[config.mk]
export PLATFORM = sky130hd
export DESIGN_NAME = hl_cmd_top
export DESIGN_NICKNAME = d
export VERILOG_FILES = /design/src/logic/hl_cmd_pkg.sv /design/src/logic/hl_link_pkg.sv /design/src/logic/ds_cmd_parser.sv /design/src/logic/hl_cmd_top.sv /design/src/logic/radio_control.sv /design/src/logic/us_resp_tx.sv
export VERILOG_INCLUDE_DIRS = /design/src /design/src/include
export SDC_FILE = /design/constraint.sdc
export NUM_CORES = 1
export LEC_CHECK = 0
export BUFFER_PORTS_ARGS = -buffer_cell sky130_fd_sc_hd__buf_2
export CORE_MARGIN = 2
export CORE_UTILIZATION = 50
export DETAILED_ROUTE_END_ITERATION = 10
export PLACE_DENSITY = 0.69
export SYNTH_ARGS = -nofsm -noshare
export SYNTH_HDL_FRONTEND = slang
export SYNTH_SLANG_ARGS = --single-unit
[constraint.sdc]
create_clock -name clk_ctrl -period 2.55 [get_ports clk_ctrl]
set_input_delay 0.255 -clock clk_ctrl [delete_from_list [all_inputs] [get_ports clk_ctrl]]
set_output_delay 0.255 -clock clk_ctrl [all_outputs]
set_load 0.02 [all_outputs]
[src/include/hl_consts.svh]
////////////////////////////////////////
// Command path constants
// Frame layout, command addresses and watchdog default
////////////////////////////////////////

`ifndef HL_CONSTS_SVH
`define HL_CONSTS_SVH

// Sync byte, sent three times ahead of C0
`define HL_SYNC_BYTE 8'h7F

// Downstream frame is 3 sync + C0 + 4 data bytes
`define HL_FRAME_BYTES 8

// Upstream echo is C0 + 4 data bytes
`define HL_RESP_BYTES 5

// Command addresses
`define HL_ADDR_CONFIG 6'h00
`define HL_ADDR_CW 6'h0F

// Cycles without a command before run drops
`define HL_WATCHDOG_CYCLES 2000

`endif

[src/logic/hl_cmd_pkg.sv]
////////////////////////////////////////
// Command content types
// Fields of a decoded command and the watchdog count
////////////////////////////////////////

package hl_cmd_pkg;

  // Address field of C0, bits 6 to 1
  typedef logic [5:0] cmd_addr_t;

  // C1 to C4, most significant byte first
  typedef logic [31:0] cmd_data_t;

  // Cycles since the last command
  typedef logic [15:0] wdog_cnt_t;

endpackage

[src/logic/hl_link_pkg.sv]
////////////////////////////////////////
// Byte link types
// Stream byte and framing state machines
////////////////////////////////////////

package hl_link_pkg;

  typedef logic [7:0] byte_t;

  // Downstream frame hunt
  typedef enum logic [2:0] {SYNC0, SYNC1, SYNC2, C0, DATA} parse_state_t;

  // Upstream echo
  typedef enum logic {IDLE, SEND} resp_state_t;

  // Byte position inside a frame or response
  typedef logic [2:0] beat_cnt_t;

endpackage

[src/logic/ds_cmd_parser.sv]
////////////////////////////////////////
// Downstream command parser
// Hunts 7F 7F 7F sync and decodes C0..C4
////////////////////////////////////////

`timescale 1ns/100ps

`include "hl_consts.svh"

module ds_cmd_parser (
  input  logic                  clk_ctrl,
  input  logic                  rst_n_i,
  input  logic                  eth_valid_i,
  input  hl_link_pkg::byte_t    eth_data_i,
  output logic                  cmd_valid_o,
  output hl_cmd_pkg::cmd_addr_t cmd_addr_o,
  output hl_cmd_pkg::cmd_data_t cmd_data_o,
  output logic                  cmd_ptt_o,
  output logic                  resp_rqst_o
);

  // Data bytes follow the three sync bytes and C0
  localparam hl_link_pkg::beat_cnt_t LAST_BEAT =
    hl_link_pkg::beat_cnt_t'(`HL_FRAME_BYTES - 5);

  hl_link_pkg::parse_state_t state_q;
  hl_link_pkg::beat_cnt_t    beat_q;
  hl_link_pkg::byte_t        c0_q;
  logic [23:0]               data_sr;
  logic                      is_sync;
  logic                      last_byte;

  assign is_sync   = (eth_data_i == `HL_SYNC_BYTE);
  assign last_byte = eth_valid_i && (state_q == hl_link_pkg::DATA) &&
                     (beat_q == LAST_BEAT);

  ////////////////////////////////////////
  // Frame state machine

  always_ff @(posedge clk_ctrl) begin
    if (!rst_n_i) begin
      state_q <= hl_link_pkg::SYNC0;
      beat_q  <= '0;
    end else if (eth_valid_i) begin
      case (state_q)
        hl_link_pkg::SYNC0: state_q <= is_sync ? hl_link_pkg::SYNC1 : hl_link_pkg::SYNC0;
        hl_link_pkg::SYNC1: state_q <= is_sync ? hl_link_pkg::SYNC2 : hl_link_pkg::SYNC0;
        hl_link_pkg::SYNC2: state_q <= is_sync ? hl_link_pkg::C0 : hl_link_pkg::SYNC0;
        hl_link_pkg::C0: begin
          state_q <= hl_link_pkg::DATA;
          beat_q  <= '0;
        end
        hl_link_pkg::DATA: begin
          if (beat_q == LAST_BEAT) begin
            state_q <= hl_link_pkg::SYNC0;
          end else begin
            beat_q <= beat_q + 3'd1;
          end
        end
        default: state_q <= hl_link_pkg::SYNC0;
      endcase
    end
  end

  ////////////////////////////////////////
  // Field capture

  always_ff @(posedge clk_ctrl) begin
    if (eth_valid_i && (state_q == hl_link_pkg::C0)) begin
      c0_q <= eth_data_i;
    end
    if (eth_valid_i && (state_q == hl_link_pkg::DATA)) begin
      data_sr <= {data_sr[15:0], eth_data_i};
    end
    // C4 completes the word
    if (last_byte) begin
      cmd_addr_o <= c0_q[6:1];
      cmd_ptt_o  <= c0_q[0];
      cmd_data_o <= {data_sr, eth_data_i};
    end
  end

  // Strobes, one cycle after C4
  always_ff @(posedge clk_ctrl) begin
    if (!rst_n_i) begin
      cmd_valid_o <= 1'b0;
      resp_rqst_o <= 1'b0;
    end else begin
      cmd_valid_o <= last_byte;
      resp_rqst_o <= last_byte && c0_q[7];
    end
  end

  // Frames are 8 bytes long, so strobes never touch
  a_cmd_valid_pulse : assert property (
    @(posedge clk_ctrl) disable iff (!rst_n_i)
    cmd_valid_o |=> !cmd_valid_o
  );

endmodule

[src/logic/hl_cmd_top.sv]
////////////////////////////////////////
// Command path top level
// Parser, control registers and echo serializer
////////////////////////////////////////

`timescale 1ns/100ps

`include "hl_consts.svh"

module hl_cmd_top #(
  parameter int unsigned WATCHDOG_LIMIT = `HL_WATCHDOG_CYCLES
) (
  input  logic               clk_ctrl,
  input  logic               rst_n_i,
  input  logic               eth_valid_i,
  input  hl_link_pkg::byte_t eth_data_i,
  input  logic               resp_ready_i,
  output logic               resp_valid_o,
  output hl_link_pkg::byte_t resp_data_o,
  output logic               resp_last_o,
  output logic               resp_overrun_o,
  output logic               run_o,
  output logic               tx_on_o,
  output logic               cw_keydown_o
);

  // Decoded command, shared by both consumers
  logic                  cmd_valid;
  hl_cmd_pkg::cmd_addr_t cmd_addr;
  hl_cmd_pkg::cmd_data_t cmd_data;
  logic                  cmd_ptt;
  logic                  resp_rqst;

  ds_cmd_parser ds_cmd_parser_i (
    .clk_ctrl    (clk_ctrl),
    .rst_n_i     (rst_n_i),
    .eth_valid_i (eth_valid_i),
    .eth_data_i  (eth_data_i),
    .cmd_valid_o (cmd_valid),
    .cmd_addr_o  (cmd_addr),
    .cmd_data_o  (cmd_data),
    .cmd_ptt_o   (cmd_ptt),
    .resp_rqst_o (resp_rqst)
  );

  radio_control #(.WATCHDOG_LIMIT(WATCHDOG_LIMIT)) radio_control_i (
    .clk_ctrl     (clk_ctrl),
    .rst_n_i      (rst_n_i),
    .cmd_valid_i  (cmd_valid),
    .cmd_addr_i   (cmd_addr),
    .cmd_data_i   (cmd_data),
    .cmd_ptt_i    (cmd_ptt),
    .run_o        (run_o),
    .tx_on_o      (tx_on_o),
    .cw_keydown_o (cw_keydown_o)
  );

  us_resp_tx us_resp_tx_i (
    .clk_ctrl       (clk_ctrl),
    .rst_n_i        (rst_n_i),
    .resp_rqst_i    (resp_rqst),
    .cmd_addr_i     (cmd_addr),
    .cmd_data_i     (cmd_data),
    .cmd_ptt_i      (cmd_ptt),
    .resp_ready_i   (resp_ready_i),
    .resp_valid_o   (resp_valid_o),
    .resp_data_o    (resp_data_o),
    .resp_last_o    (resp_last_o),
    .resp_overrun_o (resp_overrun_o)
  );

endmodule

[src/logic/radio_control.sv]
////////////////////////////////////////
// Radio control registers
// Run, PTT and CW key with command watchdog
////////////////////////////////////////

`timescale 1ns/100ps

`include "hl_consts.svh"

module radio_control #(
  parameter int unsigned WATCHDOG_LIMIT = `HL_WATCHDOG_CYCLES
) (
  input  logic                  clk_ctrl,
  input  logic                  rst_n_i,
  input  logic                  cmd_valid_i,
  input  hl_cmd_pkg::cmd_addr_t cmd_addr_i,
  input  hl_cmd_pkg::cmd_data_t cmd_data_i,
  input  logic                  cmd_ptt_i,
  output logic                  run_o,
  output logic                  tx_on_o,
  output logic                  cw_keydown_o
);

  localparam hl_cmd_pkg::wdog_cnt_t WDOG_LIMIT =
    hl_cmd_pkg::wdog_cnt_t'(WATCHDOG_LIMIT);

  hl_cmd_pkg::wdog_cnt_t wdog_cnt_q;
  logic                  wdog_fire;

  // A command arriving on the limit cycle keeps the radio alive
  assign wdog_fire = run_o && !cmd_valid_i && (wdog_cnt_q == WDOG_LIMIT);

  ////////////////////////////////////////
  // Watchdog counter

  always_ff @(posedge clk_ctrl) begin
    if (!rst_n_i) begin
      wdog_cnt_q <= '0;
    end else if (cmd_valid_i || !run_o || wdog_fire) begin
      wdog_cnt_q <= '0;
    end else begin
      wdog_cnt_q <= wdog_cnt_q + 16'd1;
    end
  end

  ////////////////////////////////////////
  // Control state

  always_ff @(posedge clk_ctrl) begin
    if (!rst_n_i) begin
      run_o        <= 1'b0;
      tx_on_o      <= 1'b0;
      cw_keydown_o <= 1'b0;
    end else if (wdog_fire) begin
      run_o        <= 1'b0;
      tx_on_o      <= 1'b0;
      cw_keydown_o <= 1'b0;
    end else if (cmd_valid_i) begin
      // PTT rides along in every frame
      tx_on_o <= cmd_ptt_i;
      if (cmd_addr_i == `HL_ADDR_CONFIG) begin
        run_o <= cmd_data_i[0];
      end
      if (cmd_addr_i == `HL_ADDR_CW) begin
        cw_keydown_o <= cmd_data_i[0];
      end
    end
  end

  // Transmit must never outlive a lost host
  a_wdog_kills_tx : assert property (
    @(posedge clk_ctrl) disable iff (!rst_n_i)
    wdog_fire |=> !tx_on_o && !run_o && !cw_keydown_o
  );

endmodule

[src/logic/us_resp_tx.sv]
////////////////////////////////////////
// Upstream response serializer
// Echoes a command as five bytes, valid/ready
////////////////////////////////////////

`timescale 1ns/100ps

`include "hl_consts.svh"

module us_resp_tx (
  input  logic                  clk_ctrl,
  input  logic                  rst_n_i,
  input  logic                  resp_rqst_i,
  input  hl_cmd_pkg::cmd_addr_t cmd_addr_i,
  input  hl_cmd_pkg::cmd_data_t cmd_data_i,
  input  logic                  cmd_ptt_i,
  input  logic                  resp_ready_i,
  output logic                  resp_valid_o,
  output hl_link_pkg::byte_t    resp_data_o,
  output logic                  resp_last_o,
  output logic                  resp_overrun_o
);

  localparam int unsigned RESP_W = `HL_RESP_BYTES * 8;
  localparam hl_link_pkg::beat_cnt_t LAST_BEAT =
    hl_link_pkg::beat_cnt_t'(`HL_RESP_BYTES - 1);

  hl_link_pkg::resp_state_t state_q;
  hl_link_pkg::beat_cnt_t   beat_q;
  logic [RESP_W-1:0]        resp_sr;
  logic                     xfer;

  assign resp_valid_o = (state_q == hl_link_pkg::SEND);
  assign resp_data_o  = resp_sr[RESP_W-1 -: 8];
  assign resp_last_o  = resp_valid_o && (beat_q == LAST_BEAT);
  assign xfer         = resp_valid_o && resp_ready_i;

  ////////////////////////////////////////
  // Byte sequencing

  always_ff @(posedge clk_ctrl) begin
    if (!rst_n_i) begin
      state_q        <= hl_link_pkg::IDLE;
      beat_q         <= '0;
      resp_overrun_o <= 1'b0;
    end else begin
      if ((state_q == hl_link_pkg::IDLE) && resp_rqst_i) begin
        state_q <= hl_link_pkg::SEND;
        beat_q  <= '0;
      end else if (xfer) begin
        if (resp_last_o) begin
          state_q <= hl_link_pkg::IDLE;
          beat_q  <= '0;
        end else begin
          beat_q <= beat_q + 3'd1;
        end
      end
      // Busy, the request is lost
      if ((state_q == hl_link_pkg::SEND) && resp_rqst_i) begin
        resp_overrun_o <= 1'b1;
      end
    end
  end

  // Echo word, byte 0 rebuilds C0 with the response bit set
  always_ff @(posedge clk_ctrl) begin
    if ((state_q == hl_link_pkg::IDLE) && resp_rqst_i) begin
      resp_sr <= {1'b1, cmd_addr_i, cmd_ptt_i, cmd_data_i};
    end else if (xfer) begin
      resp_sr <= {resp_sr[RESP_W-9:0], 8'h00};
    end
  end

  a_hold_on_stall : assert property (
    @(posedge clk_ctrl) disable iff (!rst_n_i)
    (resp_valid_o && !resp_ready_i) |=>
      resp_valid_o && $stable(resp_data_o) && $stable(resp_last_o)
  );

endmodule

==> impl_metrics.env <==
export IMPL_grt_pass1_vias=2899
export IMPL_antenna_cells=0
export IMPL_nFillCells=831
export IMPL_yosysMostFrequentCell="edfxtp_1"
export IMPL_syn_area_per_cell_um2=13.1
export IMPL_synth_seq_area_share=0.739
export IMPL_start_util=0.517
export IMPL_io_buffers=25
export IMPL_hold_viol_final=0
export IMPL_synth_nets=428
export IMPL_cts_tree="yes"
export IMPL_min_period_over_period=0.722
export IMPL_detail_route_antenna_nets=0
export IMPL_post_cts_buffers=0
export IMPL_start_kind="flip-flop"
export IMPL_fin_nets=464
export IMPL_worst_slew_pin_slew_ns=0.669
export IMPL_maxSlewHeadroom=0.551
export IMPL_fin_util=0.599
export IMPL_track_usage=0.159
export IMPL_finalSetupViolCount=0
export IMPL_cellLeakagePower_nw=2.10
export IMPL_io_pins=26
export IMPL_p_int_mw=3.86
export IMPL_via_per_inst=4.91
export IMPL_cp_data_arrival_time_ns=2.05
export IMPL_grt_max_degree=40
export IMPL_dp_hpwl_um=4980
export IMPL_vias=2914
export IMPL_pwr_share_seq=0.529
export IMPL_ir_worst_vdd_uv=405
export IMPL_setup_tns_ns=0
export IMPL_cts_buffers_inserted=17
export IMPL_cp_required_ns=2.76
export IMPL_synth_top_area_share=0.616
export IMPL_finalPower_mw=4.69
export IMPL_synth_compound_area_frac=0.0217
export IMPL_die_w_um=108
export IMPL_synth_main_ff_cell="edfxtp_1"
export IMPL_path_class="flip-flop to flip-flop"
export IMPL_power_frac_clock=0.464
export IMPL_synth_adder_area_share=0.0140
export IMPL_rows=37
export IMPL_clockBufferDepth=2
export IMPL_holdBufCountCts=8
export IMPL_powerDensity_nw_per_um2=756
export IMPL_dr_pass1_iters=5
export IMPL_drive_gt1_frac=0.120
export IMPL_switchingPower_mw=0.836
export IMPL_wl_per_cell_um=13.6
export IMPL_synth_area_mux_share=0.00746
export IMPL_die_area_um2=11600
export IMPL_grt_setup_unrepaired="false"
export IMPL_synthArstFlopShare=0
export IMPL_finalCriticalPeriod_ns=1.84
export IMPL_syn2layout_area_growth_pct=15.7
export IMPL_synth_seq_cells=143
export IMPL_synthCells=410
export IMPL_cts_root_buffer="clkbuf_8"
export IMPL_cts_max_level=4
export IMPL_grt_pass1_wl_um=13600
export IMPL_min_path_type="primary input to flip-flop"
export IMPL_insertion_delay_ns=0.51
export IMPL_synth_common_cells="edfxtp_1, nand2_1, dfxtp_1"
export IMPL_cp_max_fo=24
export IMPL_fin_skew_ns=0.00836
export IMPL_synth_xor_area_share=0.0212
export IMPL_cts_sinks=143
export IMPL_synth_area_um2=5370
export IMPL_core_um2=10400
export IMPL_antenna_found_initial=0
export IMPL_cap_violations=0
export IMPL_synth_simple_area_share=0.169
export IMPL_clk_pin_slew_ns=0.06
export IMPL_yosys_warnings=0
export IMPL_synth_edf_count=110
export IMPL_die_height_um=108
export IMPL_grt_overflow=0
export IMPL_finalWirelength_um=8070
export IMPL_synth_top_family_by_area="simple AND/OR/NAND/NOR gates"
export IMPL_synth_area_top_cells="edfxtp_1, dfxtp_1, nand2_1"
export IMPL_place_gp_congestion=0.800
export IMPL_drv_slew=0
export IMPL_drc_errors=0
export IMPL_drtIter0Drc=112
export IMPL_max_freq_ghz=0.543
export IMPL_cts_resized=0
export IMPL_p_comb_frac=0.007
export IMPL_worstSetupEndpointType="flip-flop"
export IMPL_p_sw_frac=0.178
export IMPL_ys_types=37
export IMPL_synth_largest_area_cell="edfxtp_1"
export IMPL_status="completed"
==> flip-flops by register name, indices dropped and copies added, names as in the netlist, 3 cells and up <==
register	flops
ds_cmd_parser_i.beat_q	3
ds_cmd_parser_i.c0_q	8
ds_cmd_parser_i.cmd_addr_o	6
ds_cmd_parser_i.cmd_data_o	32
ds_cmd_parser_i.data_sr	24
ds_cmd_parser_i.state_q	3
radio_control_i.wdog_cnt_q	16
us_resp_tx_i.beat_q	3
us_resp_tx_i.resp_sr	40
==> path summary, 6_finish.rpt <==
kind	startpoint	endpoint	slack (ns)	cells after the start
min	resp_ready_i	us_resp_tx_i.resp_valid_o	0.06	2
max reg2reg	ds_cmd_parser_i.state_q[0]	ds_cmd_parser_i.cmd_data_o[21]	0.71	3
max	ds_cmd_parser_i.state_q[0]	ds_cmd_parser_i.cmd_data_o[21]	0.71	3
min reg2reg	ds_cmd_parser_i.data_sr[21]	ds_cmd_parser_i.cmd_data_o[29]	0.41	0
==> cell families (layout without fill, tap and decap cells) <==
kind of cell / Yosys count / in the layout
flops: 143 / 143
buf+inv: 31 / 79
fa+ha+maj: 6 / 6
compound gates: 19 / 19
simple gates: 194 / 194
mux: 4 / 4
xor+xnor: 13 / 13
==> worst max-delay path: stages, from the launching register on <==
cell and delay, ns:
dfxtp_1 0.37, nor3b_1 0.39, and3_2 0.53, buf_12 0.24
==> placed cells by master (no fill, tap or decap), types with 3 or more instances in the layout <==
cell	instances
dlygate4sd3_1	8
nor4_1	4
mux2i_1	4
clkinv_1	7
clkbuf_1	3
clkbuf_16	16
inv_1	10
xnor2_1	11
nor3_1	7
nand4b_1	5
nand3_1	8
ha_1	6
and3_1	4
a21oi_1	6
o21ai_0	5
a21boi_0	3
dfxtp_1	33
nand2_1	108
nor2_1	27
buf_2	25
buf_4	4
edfxtp_1	110
nor2b_1	3
and2_1	10
==> layout make-up <==
type	instances	area, um^2	area share
clock buffers	20	425	0.0685
clock inverters	11	98.8	0.0159
inverters	10	37.5	0.00605
multi-input cells	236	1260	0.203
flip-flops and latches	143	3960	0.638
well taps	136	170	0.0274
repair buffers	38	255	0.0411
==> power groups by stage <==
stage          sequential [mW]  clock [mW]  combinational (mW)
3_3_place_gp              2.53           0              0.0247
2_1_floorplan             2.53           0             0.00755
5_1_grt                   2.48        2.33              0.0379
6_report                  2.48        2.17              0.0347
4_1_cts                   2.48        2.23              0.0346
3_5_place_dp              2.53           0              0.0252
==> layer usage <==
layer	global-route usage	vias up	share of wire
met1	0.205	1340	0.47
li1	-	1499	-
met3	0.0490	9	0.040
met5	0	-	0
met2	0.243	66	0.48
met4	0.0797	0	0.013
==> through the flow <==
step	area, um^2	hold WS [ns]	std cells	setup WS (ns)
global placement	5600	0.401	555	0.745
global route	6210	0.0566	594	0.538
detailed placement	5600	0.405	555	0.699
finish	6210	0.0559	594	0.710
floorplan	5370	0.354	410	0.00197
CTS	6210	0.0336	594	0.679
Power figures use the tool's default switching activity.
